[src/include/core_version.svh]
////////////////////////////////////////////////////////////////////////////
// core version words returned on readback
////////////////////////////////////////////////////////////////////////////

`ifndef CORE_VERSION_SVH
`define CORE_VERSION_SVH

// major ac, minor ff
`define CORE_COMPAT_WORD 32'hAC00FF00
`define CORE_GIT_HASH    32'h5e1f0c3a

`endif
[src/verilog/core_io_pkg.sv]
////////////////////////////////////////////////////////////////////////////
// core output types
// misc register fields and the shared spi port
////////////////////////////////////////////////////////////////////////////

package core_io_pkg;

  localparam logic [1:0] PPS_INTERNAL = 2'd2;

  // misc control word from the msb down
  typedef struct packed {
    logic [9:0]  spare_hi;
    logic        time_sync;
    logic [16:0] spare_mid;
    logic        codec_arst;
    logic        mimo;
    logic [1:0]  pps_select;
  } core_misc_t;

  // internal pps selected and everything else off
  localparam core_misc_t MISC_RESET = '{
    spare_hi:   10'd0,
    time_sync:  1'b0,
    spare_mid:  17'd0,
    codec_arst: 1'b0,
    mimo:       1'b0,
    pps_select: PPS_INTERNAL
  };

  // one spi master with an active low sen
  typedef struct packed {
    logic sen;
    logic sclk;
    logic mosi;
  } core_spi_t;

endpackage : core_io_pkg

[src/verilog/core_regs_pkg.sv]
////////////////////////////////////////////////////////////////////////////
// core register map
// settings addresses, readback indices and register reset values
////////////////////////////////////////////////////////////////////////////

package core_regs_pkg;

  // readback select as written to SR_CORE_READBACK
  typedef logic [4:0] rb_sel_t;

  ////////////////////////////////////////////////////////////////////////////
  // settings bus addresses
  ////////////////////////////////////////////////////////////////////////////

  localparam logic [7:0] SR_CORE_READBACK = 8'd0;
  localparam logic [7:0] SR_CORE_MISC     = 8'd4;
  localparam logic [7:0] SR_CORE_TEST     = 8'd28;
  localparam logic [7:0] SR_CORE_XB_LOCAL = 8'd32;

  ////////////////////////////////////////////////////////////////////////////
  // readback indices
  ////////////////////////////////////////////////////////////////////////////

  localparam rb_sel_t RB_CORE_MISC    = 5'd1;
  localparam rb_sel_t RB_CORE_COMPAT  = 5'd2;
  localparam rb_sel_t RB_CORE_GITHASH = 5'd3;
  localparam rb_sel_t RB_CORE_PLL     = 5'd4;
  localparam rb_sel_t RB_CORE_TEST    = 5'd24;

  // returned for any index not in the map
  localparam logic [31:0] RB_DEFAULT_WORD = 32'hdeadbeef;

  // reset values
  localparam rb_sel_t     RB_SEL_RESET   = 5'd0;
  localparam logic [31:0] TEST_RESET     = 32'd0;
  // crossbar local address
  localparam logic [7:0]  XB_LOCAL_RESET = 8'd40;

endpackage : core_regs_pkg

[src/verilog/core_cfg_if.sv]
////////////////////////////////////////////////////////////////////////////
// core configuration interface
// carries the four register values from the settings bank
////////////////////////////////////////////////////////////////////////////

`timescale 1ns/1ps

interface core_cfg_if ();
  import core_regs_pkg::*;
  import core_io_pkg::*;

  rb_sel_t     rb_sel;
  logic [31:0] test;
  core_misc_t  misc;
  logic [7:0]  xb_local;

  // register owner
  modport bank (output rb_sel, output test, output misc, output xb_local);

  modport readback (input rb_sel, input test, input misc);

  modport outputs (input misc, input xb_local);

endinterface : core_cfg_if

[src/verilog/core_ctrl_top.sv]
////////////////////////////////////////////////////////////////////////////
// core control top
// settings registers, readback and misc outputs on the bus clock
////////////////////////////////////////////////////////////////////////////

`timescale 1ns/1ps

module core_ctrl_top (
  input  logic        bus_clk,
  input  logic        bus_rst,
  // settings bus
  input  logic        i_set_stb,
  input  logic [7:0]  i_set_addr,
  input  logic [31:0] i_set_data,
  output logic [31:0] o_rb_data,
  // status in
  input  logic [1:0]  i_lock_signals,
  input  logic [3:0]  i_tcxo_status,
  // board controls
  output logic [1:0]  o_pps_select,
  output logic        o_mimo,
  output logic        o_codec_arst,
  output logic        o_time_sync,
  output logic [7:0]  o_xb_local_addr,
  // channel spi masters
  input  logic        i_spi0_sen,
  input  logic        i_spi0_sclk,
  input  logic        i_spi0_mosi,
  input  logic        i_spi1_sen,
  input  logic        i_spi1_sclk,
  input  logic        i_spi1_mosi,
  // shared spi port
  output logic        o_spi_sen,
  output logic        o_spi_sclk,
  output logic        o_spi_mosi
);
  import core_io_pkg::*;

  core_spi_t spi0;
  core_spi_t spi1;
  core_spi_t spi_out;

  core_cfg_if cfg ();

  core_setting_bank u_bank (
    .bus_clk    (bus_clk),
    .bus_rst    (bus_rst),
    .i_set_stb  (i_set_stb),
    .i_set_addr (i_set_addr),
    .i_set_data (i_set_data),
    .cfg        (cfg.bank)
  );

  core_readback u_readback (
    .bus_clk        (bus_clk),
    .bus_rst        (bus_rst),
    .cfg            (cfg.readback),
    .i_lock_signals (i_lock_signals),
    .i_tcxo_status  (i_tcxo_status),
    .o_rb_data      (o_rb_data)
  );

  // spi pins to structs and back
  assign spi0 = '{sen: i_spi0_sen, sclk: i_spi0_sclk, mosi: i_spi0_mosi};
  assign spi1 = '{sen: i_spi1_sen, sclk: i_spi1_sclk, mosi: i_spi1_mosi};

  core_misc_outputs u_outputs (
    .cfg             (cfg.outputs),
    .i_spi0          (spi0),
    .i_spi1          (spi1),
    .o_spi           (spi_out),
    .o_pps_select    (o_pps_select),
    .o_mimo          (o_mimo),
    .o_codec_arst    (o_codec_arst),
    .o_time_sync     (o_time_sync),
    .o_xb_local_addr (o_xb_local_addr)
  );

  assign o_spi_sen  = spi_out.sen;
  assign o_spi_sclk = spi_out.sclk;
  assign o_spi_mosi = spi_out.mosi;

endmodule : core_ctrl_top

[src/verilog/core_misc_outputs.sv]
////////////////////////////////////////////////////////////////////////////
// core misc outputs
// misc field decode and spi port sharing between two masters
////////////////////////////////////////////////////////////////////////////

`timescale 1ns/1ps

module core_misc_outputs (
  core_cfg_if.outputs            cfg,
  input  core_io_pkg::core_spi_t i_spi0,
  input  core_io_pkg::core_spi_t i_spi1,
  output core_io_pkg::core_spi_t o_spi,
  output logic [1:0]             o_pps_select,
  output logic                   o_mimo,
  output logic                   o_codec_arst,
  output logic                   o_time_sync,
  output logic [7:0]             o_xb_local_addr
);

  // misc fields straight out to the board
  assign o_pps_select    = cfg.misc.pps_select;
  assign o_mimo          = cfg.misc.mimo;
  assign o_codec_arst    = cfg.misc.codec_arst;
  // time sync leaves as a bus clock level
  assign o_time_sync     = cfg.misc.time_sync;
  assign o_xb_local_addr = cfg.xb_local;

  ////////////////////////////////////////////////////////////////////////////
  // spi sharing
  ////////////////////////////////////////////////////////////////////////////

  // chip select low if either master selects
  assign o_spi.sen = i_spi0.sen & i_spi1.sen;

  // channel 0 wins while its enable is low
  always_comb begin
    if (!i_spi0.sen) begin
      o_spi.sclk = i_spi0.sclk;
      o_spi.mosi = i_spi0.mosi;
    end else begin
      o_spi.sclk = i_spi1.sclk;
      o_spi.mosi = i_spi1.mosi;
    end
  end

endmodule : core_misc_outputs

[src/verilog/core_readback.sv]
////////////////////////////////////////////////////////////////////////////
// core readback
// pll lock synchronizer and readback word mux
////////////////////////////////////////////////////////////////////////////

`timescale 1ns/1ps

`include "core_version.svh"

module core_readback (
  input  logic         bus_clk,
  input  logic         bus_rst,
  core_cfg_if.readback cfg,
  input  logic [1:0]   i_lock_signals,
  input  logic [3:0]   i_tcxo_status,
  output logic [31:0]  o_rb_data
);
  import core_regs_pkg::*;

  logic [1:0] lock_meta;
  logic [1:0] lock_sync;

  ////////////////////////////////////////////////////////////////////////////
  // lock synchronizer
  ////////////////////////////////////////////////////////////////////////////

  // lock inputs come from the rf chip asynchronous to bus_clk
  always_ff @(posedge bus_clk) begin
    if (bus_rst) begin
      lock_meta <= 2'b00;
      lock_sync <= 2'b00;
    end else begin
      lock_meta <= i_lock_signals;
      lock_sync <= lock_meta;
    end
  end

  ////////////////////////////////////////////////////////////////////////////
  // readback mux
  ////////////////////////////////////////////////////////////////////////////

  always_comb begin
    case (cfg.rb_sel)
      RB_CORE_TEST:    o_rb_data = cfg.test;
      RB_CORE_MISC:    o_rb_data = {26'd0, i_tcxo_status, cfg.misc.pps_select};
      RB_CORE_COMPAT:  o_rb_data = `CORE_COMPAT_WORD;
      RB_CORE_GITHASH: o_rb_data = `CORE_GIT_HASH;
      RB_CORE_PLL:     o_rb_data = {30'd0, lock_sync};
      default:         o_rb_data = RB_DEFAULT_WORD;
    endcase
  end

endmodule : core_readback

[src/verilog/core_setting_bank.sv]
////////////////////////////////////////////////////////////////////////////
// core settings bank
// decodes settings bus writes into the four core registers
////////////////////////////////////////////////////////////////////////////

`timescale 1ns/1ps

module core_setting_bank (
  input  logic        bus_clk,
  input  logic        bus_rst,
  input  logic        i_set_stb,
  input  logic [7:0]  i_set_addr,
  input  logic [31:0] i_set_data,
  core_cfg_if.bank    cfg
);
  import core_regs_pkg::*;
  import core_io_pkg::*;

  // readback select
  core_setting_reg #(
    .ADDR      (SR_CORE_READBACK),
    .T         (rb_sel_t),
    .RESET_VAL (RB_SEL_RESET)
  ) u_sr_readback (
    .bus_clk (bus_clk),
    .bus_rst (bus_rst),
    .i_stb   (i_set_stb),
    .i_addr  (i_set_addr),
    .i_data  (i_set_data),
    .o_value (cfg.rb_sel)
  );

  // scratch word for bus checks
  core_setting_reg #(
    .ADDR      (SR_CORE_TEST),
    .T         (logic [31:0]),
    .RESET_VAL (TEST_RESET)
  ) u_sr_test (
    .bus_clk (bus_clk),
    .bus_rst (bus_rst),
    .i_stb   (i_set_stb),
    .i_addr  (i_set_addr),
    .i_data  (i_set_data),
    .o_value (cfg.test)
  );

  // misc control comes up on internal pps
  core_setting_reg #(
    .ADDR      (SR_CORE_MISC),
    .T         (core_misc_t),
    .RESET_VAL (MISC_RESET)
  ) u_sr_misc (
    .bus_clk (bus_clk),
    .bus_rst (bus_rst),
    .i_stb   (i_set_stb),
    .i_addr  (i_set_addr),
    .i_data  (i_set_data),
    .o_value (cfg.misc)
  );

  core_setting_reg #(
    .ADDR      (SR_CORE_XB_LOCAL),
    .T         (logic [7:0]),
    .RESET_VAL (XB_LOCAL_RESET)
  ) u_sr_xb_local (
    .bus_clk (bus_clk),
    .bus_rst (bus_rst),
    .i_stb   (i_set_stb),
    .i_addr  (i_set_addr),
    .i_data  (i_set_data),
    .o_value (cfg.xb_local)
  );

endmodule : core_setting_bank

[src/verilog/core_setting_reg.sv]
////////////////////////////////////////////////////////////////////////////
// settings register
// loads one payload from the settings bus on an address match
////////////////////////////////////////////////////////////////////////////

`timescale 1ns/1ps

module core_setting_reg #(
  parameter logic [7:0] ADDR      = 8'd0,
  parameter type        T         = logic [31:0],
  parameter T           RESET_VAL = '0
) (
  input  logic        bus_clk,
  input  logic        bus_rst,
  input  logic        i_stb,
  input  logic [7:0]  i_addr,
  input  logic [31:0] i_data,
  output T            o_value
);

  // upper data bits beyond the payload are dropped
  localparam int W = $bits(T);

  always_ff @(posedge bus_clk) begin
    if (bus_rst) begin
      o_value <= RESET_VAL;
    end else if (i_stb && (i_addr == ADDR)) begin
      o_value <= T'(i_data[W-1:0]);
    end
  end

endmodule : core_setting_reg

[config.mk]
export PLATFORM = sky130hd
export DESIGN_NAME = core_ctrl_top
export DESIGN_NICKNAME = d
export VERILOG_FILES = /design/src/verilog/core_io_pkg.sv /design/src/verilog/core_regs_pkg.sv /design/src/verilog/core_cfg_if.sv /design/src/verilog/core_ctrl_top.sv /design/src/verilog/core_misc_outputs.sv /design/src/verilog/core_readback.sv /design/src/verilog/core_setting_bank.sv /design/src/verilog/core_setting_reg.sv
export VERILOG_INCLUDE_DIRS = /design/src /design/src/include
export SDC_FILE = /design/constraint.sdc
export NUM_CORES = 1
export LEC_CHECK = 0
export BUFFER_PORTS_ARGS = -buffer_cell sky130_fd_sc_hd__buf_2
export CORE_UTILIZATION = 30
export DETAILED_ROUTE_END_ITERATION = 6
export HOLD_SLACK_MARGIN = 0.03
export PLACE_DENSITY = 0.69
export SLEW_MARGIN = 20
export SYNTH_ARGS = -nofsm -noshare
export SYNTH_HDL_FRONTEND = slang
export SYNTH_SLANG_ARGS = --single-unit
[constraint.sdc]
create_clock -name bus_clk -period 1.74 [get_ports bus_clk]
set_clock_uncertainty 0.2 [all_clocks]
set_input_delay 0.174 -clock bus_clk [delete_from_list [all_inputs] [get_ports bus_clk]]
set_output_delay 0.174 -clock bus_clk [all_outputs]
set_load 0.02 [all_outputs]
==> impl_metrics.csv <==
group,metric,value,unit
clock_network,cts_root_buf,"clkbuf_8",
floorplanning,coreArea,7730,um2
routing,dr.pass1.iters,4,
timing,fin_crit_sh,121,%
timing,rsz0062_at_grt,"true",
global_routing,antenna_found_initial,0,
logic_synthesis,synth_top_cell_by_area,"dfxtp_1",
global_routing,grt_max_degree,35,
clock_network,h-tree-depth,2,
critical_path,cp-start-kind,"flop",
clock_network,cts_buffer_depth,2,
routing,num_vias,2646,
status,failed_checks,"negative setup slack",
timing,setup-violations-final,32,
routing,routed_via_density,4.75,
timing,hold_violations,0,
routing,drc,0,
critical_path,worstSetupPathType,"flop to primary output",
logic_synthesis,syn_area,2400,um2
timing,worstMarginPinSlew,0.452,ns
floorplanning,die_w,91.4,um
power_and_ir_drop,power.density,548,nW/um2
placed_design,gp_congestion,0.792,
clock_network,clk_latency,0.31,ns
placed_design,dpl.hpwl,5060,um
hold_path,hp-class,"primary input to flop",
critical_path,reg2reg_from,"u_bank.u_sr_readback.o_value[1]",
logic_synthesis,syn-num-nets,348,
critical_path,r2r_end,"u_bank.u_sr_readback.o_value[1]",
power_and_ir_drop,finalPower,2.21,mW
logic_synthesis,async_reset_ff_share,0,%
clock_network,cts_tree,"yes",
hold_path,min_delay_path_depth,2,
logic_synthesis,synthFlopType,"dfxtp_1",
final_layout,layout-drive-gt1-share,40.2,%
status,status,"finished with violations",
global_routing,grtUsageTotal,17.7,%
floorplanning,start_util,31.0,%
routing,avgRoutedWirePerCell,13.9,um
routing,final_antenna_net_count,0,
critical_path,arrival,1.74,ns
final_layout,final_nets,509,
final_layout,diodes,0,
critical_path,crit_fanout,4,
timing,drv_slew,0,
critical_path,rrSetupSlack,0.74,ns
power_and_ir_drop,p_leak,1.75,nW
hold_path,whs_endpoint,"u_bank.u_sr_xb_local.o_value[6]",
clock_network,cts.sinks,54,
logic_synthesis,ys_warn_count,0,
timing,fmax,474,MHz
logic_synthesis,syn-mean-instance-area,8.19,um2
critical_path,critPathRequiredTime,1.37,ns
critical_path,critPathCaptureType,"primary output",
final_layout,area_growth,67.9,%
timing,relSlewSlack,69.8,%
logic_synthesis,synth_top_area_share,45.1,%
flow_run,cap_violations,0,
clock_network,clk_pin_slew_worst_paths,0.11,ns
global_routing,grt_pass1_vias,2504,
floorplanning,num_io_pins,103,
floorplanning,rows,32,
power_and_ir_drop,irDropWorstVdd,0.297,mV
clock_network,cts_buffers,5,
final_layout,final_core_util,52.1,%
logic_synthesis,seq_area_frac_synth,45.1,%
logic_synthesis,synth-seq-cells,54,
logic_synthesis,yosysUniqueCellTypes,38,
logic_synthesis,synthCells,293,
logic_synthesis,synth-edff-count,0,
global_routing,grt.overflow.total,0,
routing,drt_iter0_markers,85,
logic_synthesis,synthTopCellsByArea,"dfxtp_1 45%, nand2_1 11%, a21oi_1 8.3%",
global_routing,grt_pass1_wl,11700,um
floorplanning,fp.dieH,91.4,um
critical_path,r2r_cells,3,
hold_path,hold_start,"bus_rst",
timing,fin_crit,2.11,ns
routing,routed_wl,7730,um
floorplanning,die_area,8360,um2
placed_design,io_buffers,102,
timing,setup_ws,-0.369,ns
==> layer usage <==
metal  GRT usage (%)  vias to the layer above  routed length, um
li1                -                     1322                  -
met1            20.6                     1254               3270
met2            32.1                       60               4070
met3            3.27                       10                260
met4            6.75                        0                120
met5               0                        -                  0
==> worst max path at each step <==
stage | from | end | slack, ns | cells after the start
finish | u_bank.u_sr_readback.o_value[2] | o_rb_data[25] | -0.37 | 6
global route | u_bank.u_sr_readback.o_value[4] | o_rb_data[2] | -0.44 | 6
CTS | u_bank.u_sr_readback.o_value[1] | o_rb_data[25] | -0.37 | 6
detailed placement | i_set_addr[3] | u_bank.u_sr_xb_local.o_value[1] | -0.20 | 6
global placement | i_set_addr[3] | u_bank.u_sr_xb_local.o_value[2] | -0.15 | 6
floorplan | i_set_addr[3] | u_bank.u_sr_xb_local.o_value[0] | 0.004 | 5
==> power by group <==
group          switching [mW]  internal [mW]
Clock                   0.459          0.299
Sequential            0.00187           1.24
Combinational          0.0850          0.125
Total                   0.546           1.66
==> critical path, stage by stage, from the launching register on <==
cell,delay (ns)
dfxtp_4,0.38
xor2_1,0.14
mux2_2,0.29
a21oi_4,0.19
buf_4,0.16
a21o_1,0.10
buf_2,0.16
==> cell usage after synthesis (3+ instances only) <==
library cell  number
mux2_2             3
nor3_1             3
a221o_1            3
dfxtp_1           54
nor2_1            24
a21o_1            21
buf_2              4
and2_1             3
nor2b_1            8
nand2_1           70
mux2i_1           15
a21oi_1           40
clkbuf_1          14
==> registers in the layout, summed over array words and instances (netlist names) <==
name                          count
u_readback.lock_meta              2
u_bank.u_sr_readback.o_value      5
u_bank.u_sr_misc.o_value          5
u_bank.u_sr_test.o_value         32
u_bank.u_sr_xb_local.o_value      8
u_readback.lock_sync              2
==> per-stage QoR <==
step	setup WS, ns	setup TNS [ns]	area, um2	std cells	hold WS (ns)
finish	-0.369	-9.10	4030	557	0.0716
global route	-0.441	-11.36	4030	557	0.0682
CTS	-0.368	-9.50	3790	554	0.0719
detailed placement	-0.196	-3.91	3290	511	0.201
global placement	-0.154	-3.18	3290	511	0.200
floorplan	0.00417	0	2440	293	0.102
==> layout by cell type, fill, tap and decap left out, drive strengths merged, types with 2 or more instances in the layout <==
cell type / n
nor3: 4
nand2: 70
and3b: 2
a21o: 21
buf: 139
inv: 3
dfxtp: 54
nor2b: 8
and2: 3
dlygate4sd3: 34
clkbuf: 6
and4: 2
a32oi: 2
and3: 2
a21oi: 41
nand4: 2
mux2i: 15
nor2: 24
mux2: 3
nor4: 2
a221o: 3
==> area by class of cell <==
type / count / area, um2
flip-flops and latches: 54 / 1090
well taps: 102 / 128
repair buffers: 174 / 1370
fillers: 722 / 3700
clock inverters: 3 / 27.5
inverters: 1 / 3.75
clock buffers: 5 / 68.8
multi-input cells: 218 / 1340
==> cell families after synthesis <==
logic type,after synthesis,share of synthesized area (%)
buffers and inverters,21,3.81
AO/OA/AOI/OAI,72,18.8
AND/OR/NAND/NOR,126,23.9
flip-flops,54,45.1
multiplexers,18,7.67
XOR/XNOR,2,0.730
==> what timing repair did <==
action | CTS | global route
hold buffers | 34 | 0
setup buffers | 1 | 2
gates resized for setup | 22 | 60
hold endpoints to repair | 52 | 0
pin swaps | 5 | 16
endpoints found under the setup margin | 32 | 32
cloned | 0 | 1
Power figures use the tool's default switching activity.
